**config.mk**
```make
export PLATFORM = sky130hd
export DESIGN_NAME = mipsExecCore
export DESIGN_NICKNAME = d
export VERILOG_FILES = /design/src/verilog/coreCtrlPkg.sv /design/src/verilog/mipsIsaPkg.sv /design/src/verilog/aluUnit.sv /design/src/verilog/instrDecoder.sv /design/src/verilog/mipsExecCore.sv /design/src/verilog/registerFile.sv
export SDC_FILE = /design/constraint.sdc
export NUM_CORES = 2
export LEC_CHECK = 0
export BUFFER_PORTS_ARGS = -buffer_cell sky130_fd_sc_hd__buf_2
export CAP_MARGIN = 10
export CORE_MARGIN = 5
export CORE_UTILIZATION = 60
export DETAILED_ROUTE_END_ITERATION = 16
export PLACE_DENSITY = 0.76
export SYNTH_ARGS = -nofsm -noshare
export SYNTH_HDL_FRONTEND = slang
export SYNTH_SLANG_ARGS = --single-unit
export TNS_END_PERCENT = 20
```
**constraint.sdc**
```tcl
create_clock -name clk -period 6.2 [get_ports clk]
set_input_delay 0.31 -clock clk [delete_from_list [all_inputs] [get_ports clk]]
set_output_delay 0.31 -clock clk [all_outputs]
set_load 0.03 [all_outputs]
```
**src/verilog/coreCtrlPkg.sv**
```systemverilog
// Control definitions shared by decoder, ALU and top level
package coreCtrlPkg;

    //////////////////////////////////////////////////////////////////////
    // ALU operations
    //////////////////////////////////////////////////////////////////////
    typedef enum logic [2:0]
    {
        ADD = 3'd0,
        SUB = 3'd1,
        AND = 3'd2,
        OR  = 3'd3,
        NOR = 3'd4,
        SLT = 3'd5  // Result is 1 or 0 in bit 0
    } aluOpT;

    // Control bundle from decoder to datapath
    typedef struct packed
    {
        logic       regWrite;   // Already qualified by valid, legal, dest != 0
        logic       useImm;     // Operand B from immediate
        logic       zeroExtend; // ANDI and ORI
        aluOpT      aluOp;
        logic [4:0] destReg;    // rd or rt
    } ctrlT;

endpackage

```
**src/verilog/mipsIsaPkg.sv**
```systemverilog
// Instruction-set definitions for the supported MIPS subset
package mipsIsaPkg;

    //////////////////////////////////////////////////////////////////////
    // Major opcodes, bits 31:26
    //////////////////////////////////////////////////////////////////////
    typedef enum logic [5:0]
    {
        RTYPE = 6'd0,  // Operation chosen by funct
        ADDI  = 6'd8,
        SLTI  = 6'd10,
        ANDI  = 6'd12, // Zero-extended immediate
        ORI   = 6'd13  // Zero-extended immediate
    } opcodeT;

    //////////////////////////////////////////////////////////////////////
    // R-type funct codes, bits 5:0
    //////////////////////////////////////////////////////////////////////
    typedef enum logic [5:0]
    {
        ADD = 6'd32,
        SUB = 6'd34,
        AND = 6'd36,
        OR  = 6'd37,
        NOR = 6'd39,
        SLT = 6'd42    // Signed compare
    } functT;

    // Field overlay of one 32-bit instruction
    // Low 16 bits {rd, shamt, funct} double as the I-type immediate
    typedef struct packed
    {
        logic [5:0] opcode; // 31:26
        logic [4:0] rs;     // 25:21, first source
        logic [4:0] rt;     // 20:16, second source or I-type dest
        logic [4:0] rd;     // 15:11, R-type dest
        logic [4:0] shamt;  // 10:6, not used by this subset
        logic [5:0] funct;  // 5:0
    } instrFieldsT;

    // Immediate width inside the instruction
    localparam int immWidth = 16;

endpackage

```
**src/verilog/aluUnit.sv**
```systemverilog
module aluUnit
#(
    parameter int dataWidth = 32
)
(
    input  coreCtrlPkg::ctrlT     i_ctrl,
    input  logic [dataWidth-1:0]  i_rsData,  // Operand A
    input  logic [dataWidth-1:0]  i_rtData,
    input  logic [dataWidth-1:0]  i_imm,     // Already extended
    output logic [dataWidth-1:0]  o_result
);

    logic [dataWidth-1:0] opB;

    //////////////////////////////////////////////////////////////////////
    // Operand select
    //////////////////////////////////////////////////////////////////////
    assign opB = i_ctrl.useImm ? i_imm : i_rtData; // I-type uses immediate

    //////////////////////////////////////////////////////////////////////
    // Operation
    //////////////////////////////////////////////////////////////////////
    always_comb
    begin
        o_result = '0;
        case (i_ctrl.aluOp)
            coreCtrlPkg::ADD: o_result = i_rsData + opB; // Wraps, no overflow trap
            coreCtrlPkg::SUB: o_result = i_rsData - opB;
            coreCtrlPkg::AND: o_result = i_rsData & opB;
            coreCtrlPkg::OR:  o_result = i_rsData | opB;
            coreCtrlPkg::NOR: o_result = ~(i_rsData | opB);
            coreCtrlPkg::SLT:
            begin
                // Signed compare, 1 or 0 in bit 0
                o_result[0] = ($signed(i_rsData) < $signed(opB));
            end
            default: o_result = '0;
        endcase
    end

endmodule

```
**src/verilog/instrDecoder.sv**
```systemverilog
module instrDecoder
#(
    parameter int dataWidth = 32  // At least 16
)
(
    input  logic                     i_instrValid,
    input  mipsIsaPkg::instrFieldsT  i_instr,
    output coreCtrlPkg::ctrlT        o_ctrl,
    output logic [4:0]               o_rsAddr,
    output logic [4:0]               o_rtAddr,
    output logic [dataWidth-1:0]     o_imm,
    output logic                     o_illegalInstr
);

    logic                                 legal;
    logic [mipsIsaPkg::immWidth-1:0]      immField;
    coreCtrlPkg::ctrlT                    ctrl;

    // Source registers straight from the fields
    assign o_rsAddr = i_instr.rs;
    assign o_rtAddr = i_instr.rt;
    assign immField = i_instr[mipsIsaPkg::immWidth-1:0]; // Low half of instruction

    //////////////////////////////////////////////////////////////////////
    // Opcode and funct decode
    //////////////////////////////////////////////////////////////////////
    always_comb
    begin
        ctrl       = '0;
        ctrl.aluOp = coreCtrlPkg::ADD;
        legal      = 1'b1;
        case (mipsIsaPkg::opcodeT'(i_instr.opcode))
            mipsIsaPkg::RTYPE:
            begin
                ctrl.destReg = i_instr.rd; // R-type writes rd
                case (mipsIsaPkg::functT'(i_instr.funct))
                    mipsIsaPkg::ADD: ctrl.aluOp = coreCtrlPkg::ADD;
                    mipsIsaPkg::SUB: ctrl.aluOp = coreCtrlPkg::SUB;
                    mipsIsaPkg::AND: ctrl.aluOp = coreCtrlPkg::AND;
                    mipsIsaPkg::OR:  ctrl.aluOp = coreCtrlPkg::OR;
                    mipsIsaPkg::NOR: ctrl.aluOp = coreCtrlPkg::NOR;
                    mipsIsaPkg::SLT: ctrl.aluOp = coreCtrlPkg::SLT;
                    default:         legal = 1'b0; // Unknown funct
                endcase
            end
            mipsIsaPkg::ADDI:
            begin
                ctrl.useImm  = 1'b1;
                ctrl.destReg = i_instr.rt;
            end
            mipsIsaPkg::SLTI:
            begin
                ctrl.useImm  = 1'b1;
                ctrl.aluOp   = coreCtrlPkg::SLT;
                ctrl.destReg = i_instr.rt;
            end
            mipsIsaPkg::ANDI:
            begin
                ctrl.useImm     = 1'b1;
                ctrl.zeroExtend = 1'b1;
                ctrl.aluOp      = coreCtrlPkg::AND;
                ctrl.destReg    = i_instr.rt;
            end
            mipsIsaPkg::ORI:
            begin
                ctrl.useImm     = 1'b1;
                ctrl.zeroExtend = 1'b1;
                ctrl.aluOp      = coreCtrlPkg::OR;
                ctrl.destReg    = i_instr.rt;
            end
            default: legal = 1'b0; // Unknown opcode
        endcase

        // Writes to r0 dropped here, r0 stays zero
        ctrl.regWrite = i_instrValid && legal && (ctrl.destReg != 5'd0);
    end

    assign o_ctrl         = ctrl;
    assign o_illegalInstr = i_instrValid && !legal; // Only flagged for valid instr

    // Sign or zero extension of the 16-bit immediate
    assign o_imm = ctrl.zeroExtend ? dataWidth'(immField)
                                   : dataWidth'($signed(immField));

endmodule

```
**src/verilog/mipsExecCore.sv**
```systemverilog
module mipsExecCore
#(
    parameter int dataWidth = 32,  // At least 16
    parameter int regCount  = 32   // At most 32
)
(
    input  logic                  clk,
    input  logic                  reset,
    input  logic                  i_instrValid,   // Level, one instr per cycle
    input  logic [31:0]           i_instr,
    input  logic [4:0]            i_debugAddr,
    output logic [dataWidth-1:0]  o_aluResult,
    output logic                  o_illegalInstr,
    output logic [dataWidth-1:0]  o_debugData
);

    coreCtrlPkg::ctrlT     ctrl;
    logic [4:0]            rsAddr;
    logic [4:0]            rtAddr;
    logic [dataWidth-1:0]  imm;
    logic [dataWidth-1:0]  rsData;
    logic [dataWidth-1:0]  rtData;

    //////////////////////////////////////////////////////////////////////
    // Decode
    //////////////////////////////////////////////////////////////////////
    instrDecoder #(.dataWidth(dataWidth)) decoder
    (
        .i_instrValid   (i_instrValid),
        .i_instr        (mipsIsaPkg::instrFieldsT'(i_instr)), // Field overlay
        .o_ctrl         (ctrl),
        .o_rsAddr       (rsAddr),
        .o_rtAddr       (rtAddr),
        .o_imm          (imm),
        .o_illegalInstr (o_illegalInstr)
    );

    // Register file, written back on the falling edge of this cycle
    registerFile #(.dataWidth(dataWidth), .regCount(regCount)) regFile
    (
        .clk         (clk),
        .reset       (reset),
        .i_regWrite  (ctrl.regWrite),
        .i_rsAddr    (rsAddr),
        .i_rtAddr    (rtAddr),
        .i_rdAddr    (ctrl.destReg),  // rd or rt, chosen in decoder
        .i_debugAddr (i_debugAddr),
        .i_writeData (o_aluResult),   // ALU result straight back
        .o_rsData    (rsData),
        .o_rtData    (rtData),
        .o_debugData (o_debugData)
    );

    // Execute
    aluUnit #(.dataWidth(dataWidth)) alu
    (
        .i_ctrl   (ctrl),
        .i_rsData (rsData),
        .i_rtData (rtData),
        .i_imm    (imm),
        .o_result (o_aluResult)
    );

endmodule

```
**src/verilog/registerFile.sv**
```systemverilog
module registerFile
#(
    parameter int dataWidth = 32,
    parameter int regCount  = 32  // At most 32
)
(
    input  logic                 clk,
    input  logic                 reset,
    input  logic                 i_regWrite,
    input  logic [4:0]           i_rsAddr,    // Read port 1
    input  logic [4:0]           i_rtAddr,    // Read port 2
    input  logic [4:0]           i_rdAddr,    // Write address
    input  logic [4:0]           i_debugAddr, // Debug read port
    input  logic [dataWidth-1:0] i_writeData,
    output logic [dataWidth-1:0] o_rsData,
    output logic [dataWidth-1:0] o_rtData,
    output logic [dataWidth-1:0] o_debugData
);

    logic [dataWidth-1:0] regArray [regCount];

    //////////////////////////////////////////////////////////////////////
    // Read ports
    //////////////////////////////////////////////////////////////////////
    // Combinational, no bypass needed since writes land mid-cycle
    // Addresses past regCount read as zero
    always_comb
    begin
        o_rsData    = '0;
        o_rtData    = '0;
        o_debugData = '0;
        if (i_rsAddr < regCount)
        begin
            o_rsData = regArray[i_rsAddr];
        end
        if (i_rtAddr < regCount)
        begin
            o_rtData = regArray[i_rtAddr];
        end
        if (i_debugAddr < regCount)
        begin
            o_debugData = regArray[i_debugAddr]; // Any register, any time
        end
    end

    //////////////////////////////////////////////////////////////////////
    // Write port on falling edge
    //////////////////////////////////////////////////////////////////////
    always_ff @(negedge clk)
    begin
        if (reset)
        begin
            // Each register starts at its own index, so r0 holds zero
            for (int i = 0; i < regCount; i++)
            begin
                regArray[i] <= dataWidth'(i);
            end
        end
        else if (i_regWrite && (i_rdAddr < regCount))
        begin
            regArray[i_rdAddr] <= i_writeData; // r0 filtered in decoder
        end
    end

endmodule
```
==> results.cfg, run 1 <==
[outcome]
outcome = aborted with a tool error
haltStage = global routing
stop_error = [ERROR GRT-0232] Routing congestion too high. Check the congestion heatmap in the GUI.

[global_route]
grt_max_degree = 111
track_usage_pct = 76.7
antenna_found_initial = 45
grt-ovfl-total = 5

[floorplanning]
rows = 122
die_y_um = 342
die_width_um = 342
start_util_pct = 60.1
io-pin-count = 105

[synthesis]
syn-cell-area_sq_mm = 0.0663
ys.flop_type = edfxtp_1
synth.avg_cell_area_sq_um = 14.3
synthArstFlopShare_pct = 0
syn_inst = 4646
ys.warnings.count = 0
ys_seq_area_share_pct = 46.4
synth_cell_types = 95
synth_edf_count = 1024
ys_ff_latch = 1024

[placed_design]
dp_cells = 6871
gp_congestion = 1.00
portBuffers = 104
dpl.hpwl_um = 182000

[sta]
endpoint_type = top-level output
grt_worst_setup_endpoint = o_aluResult[20]

[clocking]
cts_made_buffers = 109
cts_sinks = 1024
cts_buffer_depth = 3
h-tree-depth = 3
clockRootBuffer = clkbuf_16
cts_hold_buf = 0
-- stage by stage --
step | area (sq um) | setup slack (ps) | hold WS [ps] | utilization [%]
after floorplan | 66800 | -1730 | 837 | -
after global placement | 77900 | -2830 | 1030 | 70.7
after detailed placement | 77900 | -2900 | 1040 | 70.7
after CTS | 90300 | -2860 | 1040 | 81.9
-- metal layers --
layer / track usage, % / overflow
met5: 50.7 / 0
met4: 74.4 / 4
met3: 70.8 / 1
met2: 87.8 / 0
met1: 73.9 / 0
-- repair_timing --
action	in CTS
gates resized for setup	479
endpoints found under the setup margin	1033
buffers inserted	218
cloned	34
pin swaps	123
-- Yosys cell counts (17+ instances only) --
cell	instances	share of area, %
a211oi_1	19	0.22
a21oi_1	196	1.5
buf_1	96	0.54
buf_2	89	0.67
clkbuf_1	305	1.7
edfxtp_1	1024	46
ha_1	102	1.9
inv_1	122	0.69
mux2_2	63	1.1
mux2i_1	37	0.56
mux4_2	960	33
nand2_1	193	1.1
nand2b_1	39	0.37
nand3_1	29	0.22
nor2_1	891	5.0
nor2_2	29	0.27
nor3_1	51	0.39
o21ai_0	60	0.45
o31ai_1	17	0.19
-- kinds of logic after synthesis --
family | after synthesis | share of synthesized area, %
flip-flops | 1024 | 46.4
multiplexers | 1060 | 34.3
other | 1 | 0.00566
adder cells (fa/ha/maj) | 104 | 1.99
AO/OA/AOI/OAI | 489 | 5.00
AND/OR/NAND/NOR | 1337 | 8.53
buffers and inverters | 628 | 3.79
XOR/XNOR | 3 | 0.0397
==> inputs of run 2 (changes only) <==
- CORE_UTILIZATION: 60 -> 40
- PLACE_DENSITY: 0.76 -> not set
- PLACE_DENSITY_LB_ADDON: not set -> 0.15
==> results.cfg, run 2 <==
[outcome]
outcome = finished, violations left
failed_checks = setup timing

[worst_setup_path]
crit_type = flip-flop to primary output
critPathRequiredTime_ps = 5890
ff2ff_setup_slack_ps = 1090
worstSetupEndpoint = o_aluResult[30]
arrival_ps = 8580
crit_fanout = 4
end_kind = primary output
worstSetupStartpointType = flip-flop
r2r_start = regFile.regArray[24][0]
r2r_end = regFile.regArray[5][22]
crit_start = regFile.regArray[24][0]
reg2regPathDepth = 21

[global_route]
track_usage_pct = 36.0
grt-ovfl-total = 0
antenna_found_initial = 12
grt_pass1_vias = 58886
grt_pass1_wl_um = 435000
grt_max_degree = 82

[pwr]
p_per_area_mw_per_mm2 = 303
clkPwrFrac_pct = 37.0
p_sw_mw = 10.4
max-vdd-ir-drop_mv = 0.365
switching_share_pct = 36.6
p_seq_share_pct = 28.4
p_comb_share_pct = 34.6
leakagePower_nw = 39.7
internal-power_mw = 18.0

[drt]
viasPerCell = 6.31
drt-initial-drc-count = 8744
drc = 0
wl_per_cell_um = 34.8
drtPass1Iterations = 8
ant_nets = 0
routed_wl_um = 321000
vias = 58306

[sta]
tightest_slew_ps = 1180
rsz0062_at_grt = yes
layout_setup_ws_ps = -2690
finClkSkew_ps = 80.6
setup_viol = 1036
hold_violations = 0
worst_slew_margin_rel_pct = 21.2
setup_tns_ps = -1447100
slew_violations = 0

[clocking]
cts_sinks = 1024
clockRootBuffer = clkbuf_16
clkTransAtPathRegs_ps = 50
cts_made_buffers = 121
insertion_delay_ps = 790
cts_buffer_depth = 3
h-tree-depth = 3
cts_hold_buf = 0
cts_tree = yes

[synthesis]
synth_top_area_cell = edfxtp_1
ys_top_cells_by_area = edfxtp_1, mux4_2, nor2_1
syn-cell-area_sq_mm = 0.0663
synth_cell_types = 95
ys.warnings.count = 0
ys_seq_area_share_pct = 46.4
yosys.area.top_type_share_pct = 46.4
ys_ff_latch = 1024
synth_most_common_cell = edfxtp_1
ys.flop_type = edfxtp_1
synth.avg_cell_area_sq_um = 14.3
synthArstFlopShare_pct = 0
synth_edf_count = 1024
syn_inst = 4646
synthTopCellsByCount = edfxtp_1, mux4_2, nor2_1, clkbuf_1, a21oi_1

[floorplanning]
dieArea_sq_mm = 0.174
rows = 149
core_sq_mm = 0.165
die_width_um = 417
die_y_um = 417
io-pin-count = 105
start_util_pct = 40.2

[layout]
top_regs = regFile.regArray (1024)
final_common_cell = buf_4
area_delta_synth_final_pct = 41.3
largest_reg_flops = 1024
final_cell_mix = buf_4, inv_1, edfxtp_1
fillers = 13558
top_register = regFile.regArray
drive_gt1_share_pct = 45.8
final_nets = 7089

[placed_design]
portBuffers = 104
pre_cts_ws_ps = -2770
dpl.hpwl_um = 208000
gp_congestion = 0.998

[worst_hold_path]
hold_path_class = input port to primary output

[run]
drv_cap = 0
-- run 2: cell counts after synthesis --
Identical to the previous run, type by type.
-- run 2: kinds of logic (layout without fill, tap and decap cells) --
| group | Yosys count | in the layout | synth area share [%] |
|---|---|---|---|
| AND/OR/NAND/NOR | 1337 | 1337 | 8.53 |
| multiplexers | 1060 | 1060 | 34.3 |
| other | 1 | 37 | 0.00566 |
| buffers and inverters | 628 | 2990 | 3.79 |
| adder cells (fa/ha/maj) | 104 | 104 | 1.99 |
| XOR/XNOR | 3 | 3 | 0.0397 |
| flip-flops | 1024 | 1024 | 46.4 |
| AO/OA/AOI/OAI | 489 | 489 | 5.00 |
-- run 2: metal layers --
metal | vias to the layer above | part of all wire, % | GRT usage, %
met4 | 4 | 6.1 | 20.6
met5 | - | 0.0078 | 0
li1 | 23164 | - | -
met3 | 783 | 13 | 11.1
met2 | 4508 | 45 | 52.9
met1 | 29847 | 37 | 47.4
-- run 2: critical path, cell delays in order, from the launching register on --
cell and delay, ps:
edfxtp_1 450, mux4_2 490, mux4_2 500, mux2i_2 200
nand2_1 110, o21ai_2 90, inv_2 80, ha_4 170
fa_2 350, nand2b_4 160, a2111oi_4 430, o21ai_4 160
o21ai_4 220, a222oi_1 100, buf_4 170, o211ai_1 260
nor2_2 100, buf_12 140, buf_6 110, nor2_4 120
buf_6 160, buf_6 140
-- run 2: cell type report --
cell class | count | area, sq um | share of cell area, %
timing repair buffer | 1619 | 16200 | 17.3
tap | 2189 | 2740 | 2.93
multi-input combinational | 3025 | 35400 | 37.8
antenna | 5 | 12.5 | 0.0134
clock buffer | 123 | 3080 | 3.29
inverter | 130 | 517 | 0.552
sequential | 1024 | 30700 | 32.8
clock inverter | 1118 | 5000 | 5.34
-- run 2: how the worst min path moves through the flow --
stage | from | endpoint | slack, ps | cells past startpoint
2_1_floorplan | i_instrValid | o_illegalInstr | 840 | 1
3_3_place_gp | i_instrValid | o_illegalInstr | 990 | 3
3_5_place_dp | i_instrValid | o_illegalInstr | 990 | 3
4_1_cts | i_instrValid | o_illegalInstr | 1000 | 3
5_1_grt | i_instrValid | o_illegalInstr | 1020 | 3
6_report | i_instrValid | o_illegalInstr | 1000 | 3
-- run 2: power groups by stage --
stage / clock network, mW / logic (mW) / registers (mW)
after floorplan: 0.977 / 3.69 / 8.08
after global placement: 0.977 / 7.54 / 8.11
after detailed placement: 0.977 / 7.54 / 8.12
after CTS: 10.6 / 9.14 / 8.04
after global routing: 11.5 / 10.1 / 8.05
final: 10.5 / 9.80 / 8.05
-- run 2: metrics by stage --
stage          cells  utilization, %  power (mW)  hold slack, ps  instance area [sq um]
2_1_floorplan   4677               -        12.7             837                  66800
3_3_place_gp    7736            48.8        16.6             988                  80500
3_5_place_dp    7736            48.8        16.6             990                  80500
4_1_cts         9139            55.6        27.8             997                  91600
5_1_grt         9230            56.8        29.6            1020                  93600
6_report        9233            56.8        28.3             997                  93600
-- run 2: repair_timing --
item	in CTS	in global routing
pin swaps	94	104
gates cloned	21	11
endpoints found under the setup margin	1036	1043
buffers inserted	148	115
gates resized for setup	319	265
hold endpoints to repair	0	0
No activity file was read; power rests on OpenSTA's default activity.
